## config.mk

```make
export PLATFORM = sky130hd
export DESIGN_NAME = dataMmu
export DESIGN_NICKNAME = d
export VERILOG_FILES = /design/src/tlbTypesPkg.sv /design/src/memAccessPkg.sv /design/src/dataMmu.sv /design/src/dataTlbBuffer.sv /design/src/tlbArray.sv
export VERILOG_INCLUDE_DIRS = /design/src
export SDC_FILE = /design/constraint.sdc
export NUM_CORES = 1
export LEC_CHECK = 0
export BUFFER_PORTS_ARGS = -buffer_cell sky130_fd_sc_hd__buf_4
export CORE_AREA = 2 2 257 259
export CTS_CLUSTER_SIZE = 10
export DETAILED_ROUTE_END_ITERATION = 6
export DIE_AREA = 0 0 259 261
export GPL_TIMING_DRIVEN = 0
export PLACE_DENSITY_LB_ADDON = 0.05
export SLEW_MARGIN = 20
export SYNTH_ARGS = -nofsm -noshare
export SYNTH_HDL_FRONTEND = slang
export SYNTH_SLANG_ARGS = --single-unit
```

## constraint.sdc

```tcl
create_clock -name clk -period 3.31 [get_ports clk]
set_clock_uncertainty 0.2 [all_clocks]
set_input_delay 0.4965 -clock clk [delete_from_list [all_inputs] [get_ports clk]]
set_output_delay 0.4965 -clock clk [all_outputs]
set_load 0.005 [all_outputs]
```

## src/mmu_consts.svh

```systemverilog
// joint TLB size and write index width
// unmapped segment bounds, cacheable attribute code, page offset width

`ifndef MMU_CONSTS_SVH
`define MMU_CONSTS_SVH

// joint TLB
`define TLB_ENTRIES        8
`define TLB_INDEX_W        3

// segment bounds
`define KSEG0_BASE         32'h8000_0000
`define KSEG1_BASE         32'hA000_0000
`define KSEG2_BASE         32'hC000_0000

// page attribute code for cacheable, noncoherent
`define CACHE_ATTR_CACHED  3'b011

// 4 KB pages
`define PAGE_OFFSET_W      12

`endif
```

## src/tlbTypesPkg.sv

```systemverilog
// joint TLB entry, buffered entry and the virtual address union

package tlbTypesPkg;

    // one page of an even/odd pair
    typedef struct packed {
        logic [19:0] pfn;
        logic [2:0]  c;  // cache attribute
        logic        d;  // dirty, page writable
        logic        v;  // valid
    } pageAttrT;

    typedef struct packed {
        logic [18:0]         vpn2;
        logic [7:0]          asid;
        logic                g;     // global, ignores asid
        pageAttrT [1:0]      page;  // index 0 even, 1 odd
    } tlbEntryT;

    typedef struct packed {
        tlbEntryT entry;
        logic     found;  // last search hit the joint TLB
    } bufEntryT;

    typedef struct packed {
        logic [18:0] vpn2;
        logic        odd;     // selects odd page
        logic [11:0] offset;
    } pageViewT;

    typedef struct packed {
        logic [2:0]  seg;   // kseg0 = 100, kseg1 = 101
        logic [28:0] rest;
    } segViewT;

    typedef union packed {
        pageViewT pageView;
        segViewT  segView;
    } vaddrU;

endpackage

```

## src/memAccessPkg.sv

```systemverilog
// access request, TLB exception codes and translation result

package memAccessPkg;

    typedef struct packed {
        logic               rd;     // load strobe
        logic               wr;     // store strobe
        tlbTypesPkg::vaddrU vaddr;
    } memReqT;

    typedef enum logic [2:0] {
        NONE       = 3'd0,
        RD_REFILL  = 3'd1,
        WR_REFILL  = 3'd2,
        RD_INVALID = 3'd3,
        WR_INVALID = 3'd4,
        MODIFIED   = 3'd5
    } tlbExcE;

    // level-style result, read in the same cycle as the request
    typedef struct packed {
        logic [31:0] paddr;
        logic        cached;
        logic        valid;
        tlbExcE      exc;
    } xlateResT;

endpackage

```

## src/dataMmu.sv

```systemverilog
// data MMU top: TLB buffer in front of the joint TLB

`timescale 1ns/1ns
`include "mmu_consts.svh"

module dataMmu (
    input  logic                    clk,
    input  logic                    rstN,
    input  memAccessPkg::memReqT    req,
    input  logic [7:0]              asid,
    input  logic                    flush,
    input  logic                    tlbWe,
    input  logic [`TLB_INDEX_W-1:0] tlbWIndex,
    input  tlbTypesPkg::tlbEntryT   tlbWEntry,
    output memAccessPkg::xlateResT  res,
    output logic                    stall
);
    import tlbTypesPkg::*;

    logic [18:0] searchVpn2;
    tlbEntryT    searchEntry;
    logic        searchFound;

    tlbArray uTlbArray (
        .clk        (clk),
        .rstN       (rstN),
        .we         (tlbWe),
        .wIndex     (tlbWIndex),
        .wEntry     (tlbWEntry),
        .asid       (asid),
        .searchVpn2 (searchVpn2),
        .searchEntry(searchEntry),
        .searchFound(searchFound)
    );

    dataTlbBuffer uDataTlbBuffer (
        .clk        (clk),
        .rstN       (rstN),
        .req        (req),
        .asid       (asid),
        .flush      (flush),
        .tlbWe      (tlbWe),  // any write flushes the buffer
        .searchEntry(searchEntry),
        .searchFound(searchFound),
        .searchVpn2 (searchVpn2),
        .res        (res),
        .stall      (stall)
    );

endmodule

```

## src/dataTlbBuffer.sv

```systemverilog
// one-entry data TLB buffer with IDLE/SEARCH refill FSM
// segment decode, address translation, cache attribute and TLB exceptions

`timescale 1ns/1ns
`include "mmu_consts.svh"

module dataTlbBuffer (
    input  logic                   clk,
    input  logic                   rstN,
    input  memAccessPkg::memReqT   req,
    input  logic [7:0]             asid,
    input  logic                   flush,
    input  logic                   tlbWe,
    input  tlbTypesPkg::tlbEntryT  searchEntry,
    input  logic                   searchFound,
    output logic [18:0]            searchVpn2,
    output memAccessPkg::xlateResT res,
    output logic                   stall
);
    import tlbTypesPkg::*;
    import memAccessPkg::*;

    typedef enum logic {
        IDLE,
        SEARCH
    } stateE;

    localparam logic [31:0] Kseg1Base = `KSEG1_BASE;
    localparam logic [2:0]  Kseg1Seg  = Kseg1Base[31:29];

    stateE                     state;
    stateE                     nextState;
    bufEntryT                  buffer;
    bufEntryT                  fillEntry;
    logic                      bufFilled;
    logic                      bufFlush;
    logic [31:0]               vaddrRaw;
    logic                      access;
    logic                      unmapped;
    logic                      isKseg1;
    logic                      bufHit;
    pageAttrT                  page;
    logic [`PAGE_OFFSET_W-1:0] pageOffset;
    logic [31:0]               paddr;
    logic                      cached;
    logic                      valid;
    tlbExcE                    exc;

    assign bufFlush   = flush | tlbWe;  // a TLB write may touch the buffered entry
    assign vaddrRaw   = req.vaddr;
    assign access     = req.rd | req.wr;
    assign unmapped   = (vaddrRaw >= `KSEG0_BASE) && (vaddrRaw < `KSEG2_BASE);
    assign isKseg1    = (req.vaddr.segView.seg == Kseg1Seg);
    assign searchVpn2 = req.vaddr.pageView.vpn2;

    assign bufHit = bufFilled
                    && (buffer.entry.vpn2 == req.vaddr.pageView.vpn2)
                    && (buffer.entry.asid == asid);
    assign stall  = access && !unmapped && !bufHit;

    // one SEARCH cycle per miss, then back to IDLE
    always_comb begin
        nextState = IDLE;
        if (state == IDLE && stall) begin
            nextState = SEARCH;
        end
    end

    always_ff @(posedge clk or negedge rstN) begin
        if (!rstN) begin
            state <= IDLE;
        end else if (bufFlush) begin
            state <= IDLE;
        end else begin
            state <= nextState;
        end
    end

    // tag with the requesting vpn2/asid, not the matched entry's
    always_comb begin
        fillEntry            = '{entry: searchEntry, found: searchFound};
        fillEntry.entry.vpn2 = req.vaddr.pageView.vpn2;
        fillEntry.entry.asid = asid;
    end

    always_ff @(posedge clk or negedge rstN) begin
        if (!rstN) begin
            bufFilled <= 1'b0;
        end else if (bufFlush) begin
            bufFilled <= 1'b0;
        end else if (state == SEARCH) begin
            bufFilled <= 1'b1;
        end
    end

    always_ff @(posedge clk) begin
        if (state == SEARCH) begin
            buffer <= fillEntry;  // captured at end of cycle 1
        end
    end

    assign page       = buffer.entry.page[req.vaddr.pageView.odd];
    assign pageOffset = req.vaddr.pageView.offset;

    always_comb begin
        if (unmapped) begin
            paddr  = vaddrRaw - (isKseg1 ? `KSEG1_BASE : `KSEG0_BASE);
            cached = !isKseg1;  // kseg0 cached, kseg1 not
        end else begin
            paddr  = {page.pfn, pageOffset};
            cached = (page.c == `CACHE_ATTR_CACHED);
        end
    end

    always_comb begin
        valid = 1'b0;
        exc   = NONE;
        if (!access) begin
            valid = 1'b0;  // idle cycle
        end else if (unmapped) begin
            valid = 1'b1;
        end else if (!bufHit) begin
            valid = 1'b0;  // stalled for refill
        end else if (!buffer.found) begin
            exc = req.rd ? RD_REFILL : WR_REFILL;
        end else if (!page.v) begin
            exc = req.rd ? RD_INVALID : WR_INVALID;
        end else if (req.wr && !page.d) begin
            exc = MODIFIED;
        end else begin
            valid = 1'b1;
        end
    end

    assign res = '{paddr: paddr, cached: cached, valid: valid, exc: exc};

endmodule

```

## src/tlbArray.sv

```systemverilog
// 8-entry joint TLB
// indexed write port, combinational search by VPN2 and ASID

`timescale 1ns/1ns
`include "mmu_consts.svh"

module tlbArray (
    input  logic                    clk,
    input  logic                    rstN,
    input  logic                    we,
    input  logic [`TLB_INDEX_W-1:0] wIndex,
    input  tlbTypesPkg::tlbEntryT   wEntry,
    input  logic [7:0]              asid,
    input  logic [18:0]             searchVpn2,
    output tlbTypesPkg::tlbEntryT   searchEntry,
    output logic                    searchFound
);
    import tlbTypesPkg::*;

    tlbEntryT                entries [`TLB_ENTRIES];
    logic [`TLB_ENTRIES-1:0] hit;

    // software write port
    always_ff @(posedge clk or negedge rstN) begin
        if (!rstN) begin
            for (int i = 0; i < `TLB_ENTRIES; i++) begin
                entries[i] <= '0;
            end
        end else if (we) begin
            entries[wIndex] <= wEntry;
        end
    end

    // per entry match
    always_comb begin
        for (int i = 0; i < `TLB_ENTRIES; i++) begin
            hit[i] = (entries[i].vpn2 == searchVpn2)
                     && (entries[i].g || (entries[i].asid == asid));
        end
    end

    // Walk from the top so the lowest matching index is the one left.
    always_comb begin
        searchFound = 1'b0;
        searchEntry = '0;
        for (int i = `TLB_ENTRIES - 1; i >= 0; i--) begin
            if (hit[i]) begin
                searchFound = 1'b1;
                searchEntry = entries[i];
            end
        end
    end

endmodule

```

# After elaboration in Yosys (flattened, before gate mapping)
# Cells that the tools add are included.
[op_classes]
n_addsub = 1
order_cmp = 5
eq_ne = 20
muxes = 35
n_bitwise = 4
n_reduce_logical = 30
[op_table]
columns = ["operator", "n"]
rows = [
  ["$bwmux 624", 1],
  ["$mux 50", 8],
  ["$demux 78 s3", 1],
  ["$eq 19x19->1", 9],
  ["$mux 78", 1],
  ["$eq 8x8->1", 9],
  ["$mux 25", 2],
  ["$ge 32x32->1 const B", 1],
  ["$lt 32x32->1 const B", 1],
  ["$mux 32", 1],
  ["$sub 32x32->32", 1],
  ["$mux 30", 1],
  ["$mux 3", 7],
  ["$logic_and 1x1->1", 16],
  ["$mux 1", 12],
  ["$logic_or 1x1->1", 8],
  ["$reduce_or 7->1", 1],
  ["$ge 4x4->1 const B", 1],
  ["$logic_not 1->1", 4],
  ["$lt 4x1->1 const B", 1],
  ["$not 3->4", 1],
  ["$eq 3x2->1 const B", 1],
  ["$eq 3x3->1 const B", 1],
  ["$lt 1x2->1 const B", 1],
  ["other kinds (4)", 5],
]
[totals]
ff_bits = 704
input_bits = 127
output_inout_bits = 38
word_cells = 196

# Logic depth before layout (Yosys ltp)
[depth]
word_depth = 11
mapped_depth = 12
mapped_depth_nobuf = 8

# Modules after synthesis
# From an unflattened synthesis, not the netlist that was laid out.
[unflattened]
cells_unflattened = 2552
area_unflattened_um2 = 33490.9
[modules_own_cells]
columns = ["module", "instances", "cells_per_inst", "area_each_um2", "seq_area_each_um2"]
rows = [
  ["tlbArray", 1, 2299, 29853.6, 15615.0],
  ["dataTlbBuffer", 1, 253, 3637.2, 2392.3],
]

# Worst setup path before layout
# Ideal clock, no wire load.
[synth_path]
path_type = "input-to-output"
start = "input asid[3]"
end = "output res[3] (netlist bit)"
arrival_ns = 2.193
required_ns = 2.613
slack_ns = 0.420
cell_stages = 8
n_path_buf = 2
cell_sequence = "buf_2 > xnor2_1 > nand4_1 > or4_1 > nor4_1 > nand4_1 > a21oi_1 > buf_4"
[synth_between]
elab_chain_cells = 5
[synth_rtl]
columns = ["item", "line", "text"]
rows = [
  ["from (decl)", "dataMmu.sv:10", "input logic [7:0] asid,"],
  ["$eq 8x8->1", "dataTlbBuffer.sv:58", "&& (buffer.entry.asid == asid);"],
  ["$logic_and 1x1->1", "dataTlbBuffer.sv:58", ""],
  ["$mux 1", "dataTlbBuffer.sv:122", "end else if (!bufHit) begin"],
  ["$mux 1", "dataTlbBuffer.sv:120", "end else if (unmapped) begin"],
  ["$mux 1", "dataTlbBuffer.sv:118", "if (!access) begin"],
  ["to (decl)", "dataMmu.sv:15", "output memAccessPkg::xlateResT res,"],
]
# No other way between the ends.

==> flow_metrics.py <==
metrics = {
    "outcome": {
        "run_status": "finished, final reports clean",
    },
    "global_routing": {
        "grt_pass1_vias": 22000,
        "gr-usage-all-layers": 0.294,
        "overflow": 0,
        "grt_max_degree": 100,
        "antenna_found_initial": 2,
        "grt_pass1_wl_um": 145000,
    },
    "cells_and_area": {
        "stdcell_count": 3576,
        "fillers": 5344,
        "multiInputGateArea_sq_um": 13300,
        "ff_latch_area_sq_um": 18000,
        "layout_commonest_cell": "dfrtp_1",
        "nets": 2802,
        "syn_to_final_growth_pct": 18.9,
        "layout_common_cells": "dfrtp_1, mux2_2, buf_4",
        "fin_util": 0.585,
        "layout-drive-gt1-share": 0.370,
    },
    "worst_setup_path": {
        "r2r_slack_ns": 0.02,
        "cp.arrival_ns": 3.48,
        "reg2reg_depth": 9,
        "critical-path-slowest-cell": "nor4_1",
        "worst-setup-path-type": "reg2reg",
        "startpoint_type": "flip-flop",
        "cp.required_ns": 3.50,
        "path_max_fanout": 10,
        "crit_chain": "xor2_1 -> nor4_1 -> nand4_1 -> nor3_4 -> nor2b_1 -> clkbuf_4 -> a221oi_1 -> o31a_1 -> o22ai_1",
        "crit_buf_inv": 1,
        "crit_family": "simple AND/OR/NAND/NOR gates",
        "reg2reg_to": "uDataTlbBuffer.buffer[17]",
        "r2r-start": "uTlbArray.entries[77]",
        "slowest_delay_ns": 0.47,
        "endpoint_kind": "flip-flop",
    },
    "sta": {
        "period_minus_slack_ns": 3.29,
        "fin_crit_sh": 0.995,
        "setup_viol": 0,
        "max-slew-margin-rel": 0.225,
        "setup_tns_ns": 0,
        "max_freq_mhz": 304,
        "tightest_slew_ns": 1.16,
        "hold_viol": 0,
        "rsz0062_at_grt": "true",
        "final_max_slew_viol_count": 0,
        "hold_slack_ns": 0.0245,
    },
    "detailed_routing": {
        "dr.first_iter.drc_count": 1560,
        "viasPerCell": 5.87,
        "vias": 21000,
        "drc": 0,
        "ant_nets": 0,
        "wirelength_um": 97900,
        "wire_per_inst_um": 27.4,
        "dr.pass1.iters": 5,
    },
    "yosys": {
        "yosys.cell_types.count": 51,
        "synth_area_per_cell_sq_um": 13.7,
        "synth_top_flop_cell": "dfrtp_1",
        "syn-num-nets": 2461,
        "synth-async-reset-ratio": 0.889,
        "synth-seq-cells": 704,
        "synth_edf_count": 78,
        "synth_area_sq_um": 32000,
        "yosysSeqAreaShare": 0.562,
        "synthCells": 2332,
        "ys_warn_count": 0,
    },
    "clock_network": {
        "cts-root-buf": "clkbuf_16",
        "htreeDepth": 3,
        "clock_path_buffers": 3,
        "cts_buffers": 82,
        "cts_tree": "built",
        "clkTransAtPathRegs_ns": 0.06,
        "clock-sinks": 704,
        "insertion_delay_ns": 0.63,
    },
    "min_path": {
        "hold_class": "in2reg",
        "hp-start": "tlbWEntry[57]",
        "min_to": "uTlbArray.entries[603]",
        "whs_path_depth": 2,
    },
    "pwr": {
        "p_leak_uw": 0.0159,
        "vdd_ir_drop_max_v": 0.000378,
        "pwr_density_cell_nw_per_um2": 602,
    },
    "placement": {
        "gp_congestion": 0.945,
        "place_hpwl_um": 66200,
        "portBuffers": 147,
        "dpl.cell_count": 3353,
    },
    "job": {
        "maxCapViolCount": 0,
    },
    "die": {
        "start_util": 0.492,
        "die_height_um": 261,
        "die_x_um": 259,
        "core_sq_um": 65000,
        "num_rows": 94,
        "die_area_sq_um": 67600,
        "pin_count": 165,
    },
}
-- routing by layer --
layer / wire length, um / vias to the layer above / GRT usage
met1: 41700 / 11000 / 0.392
met4: 3480 / 2 / 0.116
met3: 6350 / 175 / 0.0614
met5: 11 / - / 0
li1: - / 9195 / -
met2: 46300 / 604 / 0.475
-- stage by stage --
| stage | worst slack, ns | instance area (sq um) | total power [uW] |
|---|---|---|---|
| CTS | -0.0329 | 38000 | 23100 |
| global placement | -5.33 | 34200 | 14600 |
| floorplan | 0.420 | 32000 | 13600 |
| global route | -0.0725 | 38100 | 23900 |
| finish | 0.0180 | 38100 | 22900 |
| detailed placement | -1.05 | 34500 | 14900 |
-- cell type report --
class                           count  share of cell area
Timing Repair Buffer              260              0.0626
Multi-Input combinational cell   1445               0.351
Clock buffer                      118              0.0588
Buffer                            175              0.0251
Sequential cell                   704               0.473
Inverter                            5            0.000493
Clock inverter                      3            0.000887
Tap cell                          864              0.0284
Antenna cell                        2            0.000131
-- report_power, final --
| part | switching, uW | total [uW] | internal [uW] |
|---|---|---|---|
| clock | 3420 | 8040 | 4620 |
| sequential | 985 | 11500 | 10500 |
| combinational | 1490 | 3430 | 1940 |
-- sequential cells by signal, summed over array words and instances (netlist names) --
signal and flops:
uTlbArray.entries 624, uDataTlbBuffer.buffer 78, uDataTlbBuffer.bufFilled 1, uDataTlbBuffer.state 1
-- synthesized netlist by cell type (13+ instances only) --
cell type | count | share of area
a21oi_1 | 79 | 0.012
a221oi_1 | 39 | 0.011
buf_1 | 13 | 0.0015
buf_2 | 32 | 0.0050
buf_4 | 36 | 0.0084
clkbuf_1 | 87 | 0.010
dfrtp_1 | 626 | 0.49
edfxtp_1 | 78 | 0.073
mux2_1 | 40 | 0.014
mux2_2 | 584 | 0.21
mux2i_1 | 49 | 0.015
nand2_1 | 30 | 0.0035
nand4_1 | 23 | 0.0045
nor2_1 | 85 | 0.010
nor4_1 | 41 | 0.0080
o21a_1 | 29 | 0.0068
o21ai_0 | 21 | 0.0033
o221ai_1 | 50 | 0.014
o22ai_1 | 39 | 0.0076
o31a_1 | 20 | 0.0055
xnor2_1 | 81 | 0.022
xor2_1 | 162 | 0.044
-- what timing repair did --
item | CTS | global route
buffers inserted | 12 | 2
gates resized for setup | 48 | 32
hold buffers | 88 | 1
gates cloned | 0 | 0
pin swaps | 18 | 6
hold endpoints to repair | 577 | 1
endpoints found under the setup margin | 81 | 58
-- kinds of logic (layout without fill, tap and decap cells) --
| kind of cell | Yosys count | after routing | synth area share |
|---|---|---|---|
| DFF | 704 | 704 | 0.562 |
| xor gates and xnor gates | 243 | 243 | 0.0665 |
| muxes | 673 | 673 | 0.235 |
| AOI/OAI and AO/OA | 307 | 307 | 0.0712 |
| buffers and inverters | 183 | 561 | 0.0293 |
| and+or+nand+nor | 220 | 220 | 0.0352 |
| other | 0 | 2 | 0 |
| adders and majority gates | 2 | 2 | 0.000781 |
-- worst max-delay path by stage --
stage | start | endpoint | slack [ns] | depth (start not counted)
after CTS | uDataTlbBuffer.buffer[78] | res[3] | -0.03 | 7
final | uTlbArray.entries[77] | uDataTlbBuffer.buffer[17] | 0.02 | 9
after global routing | uDataTlbBuffer.buffer[54] | res[3] | -0.07 | 7
after global placement | rstN | uTlbArray.entries[112] | -5.33 | 1
after floorplan | asid[3] | res[3] | 0.42 | 8
after detailed placement | req[28] | uDataTlbBuffer.buffer[18] | -1.05 | 11
Power figures use the tool's default switching activity.
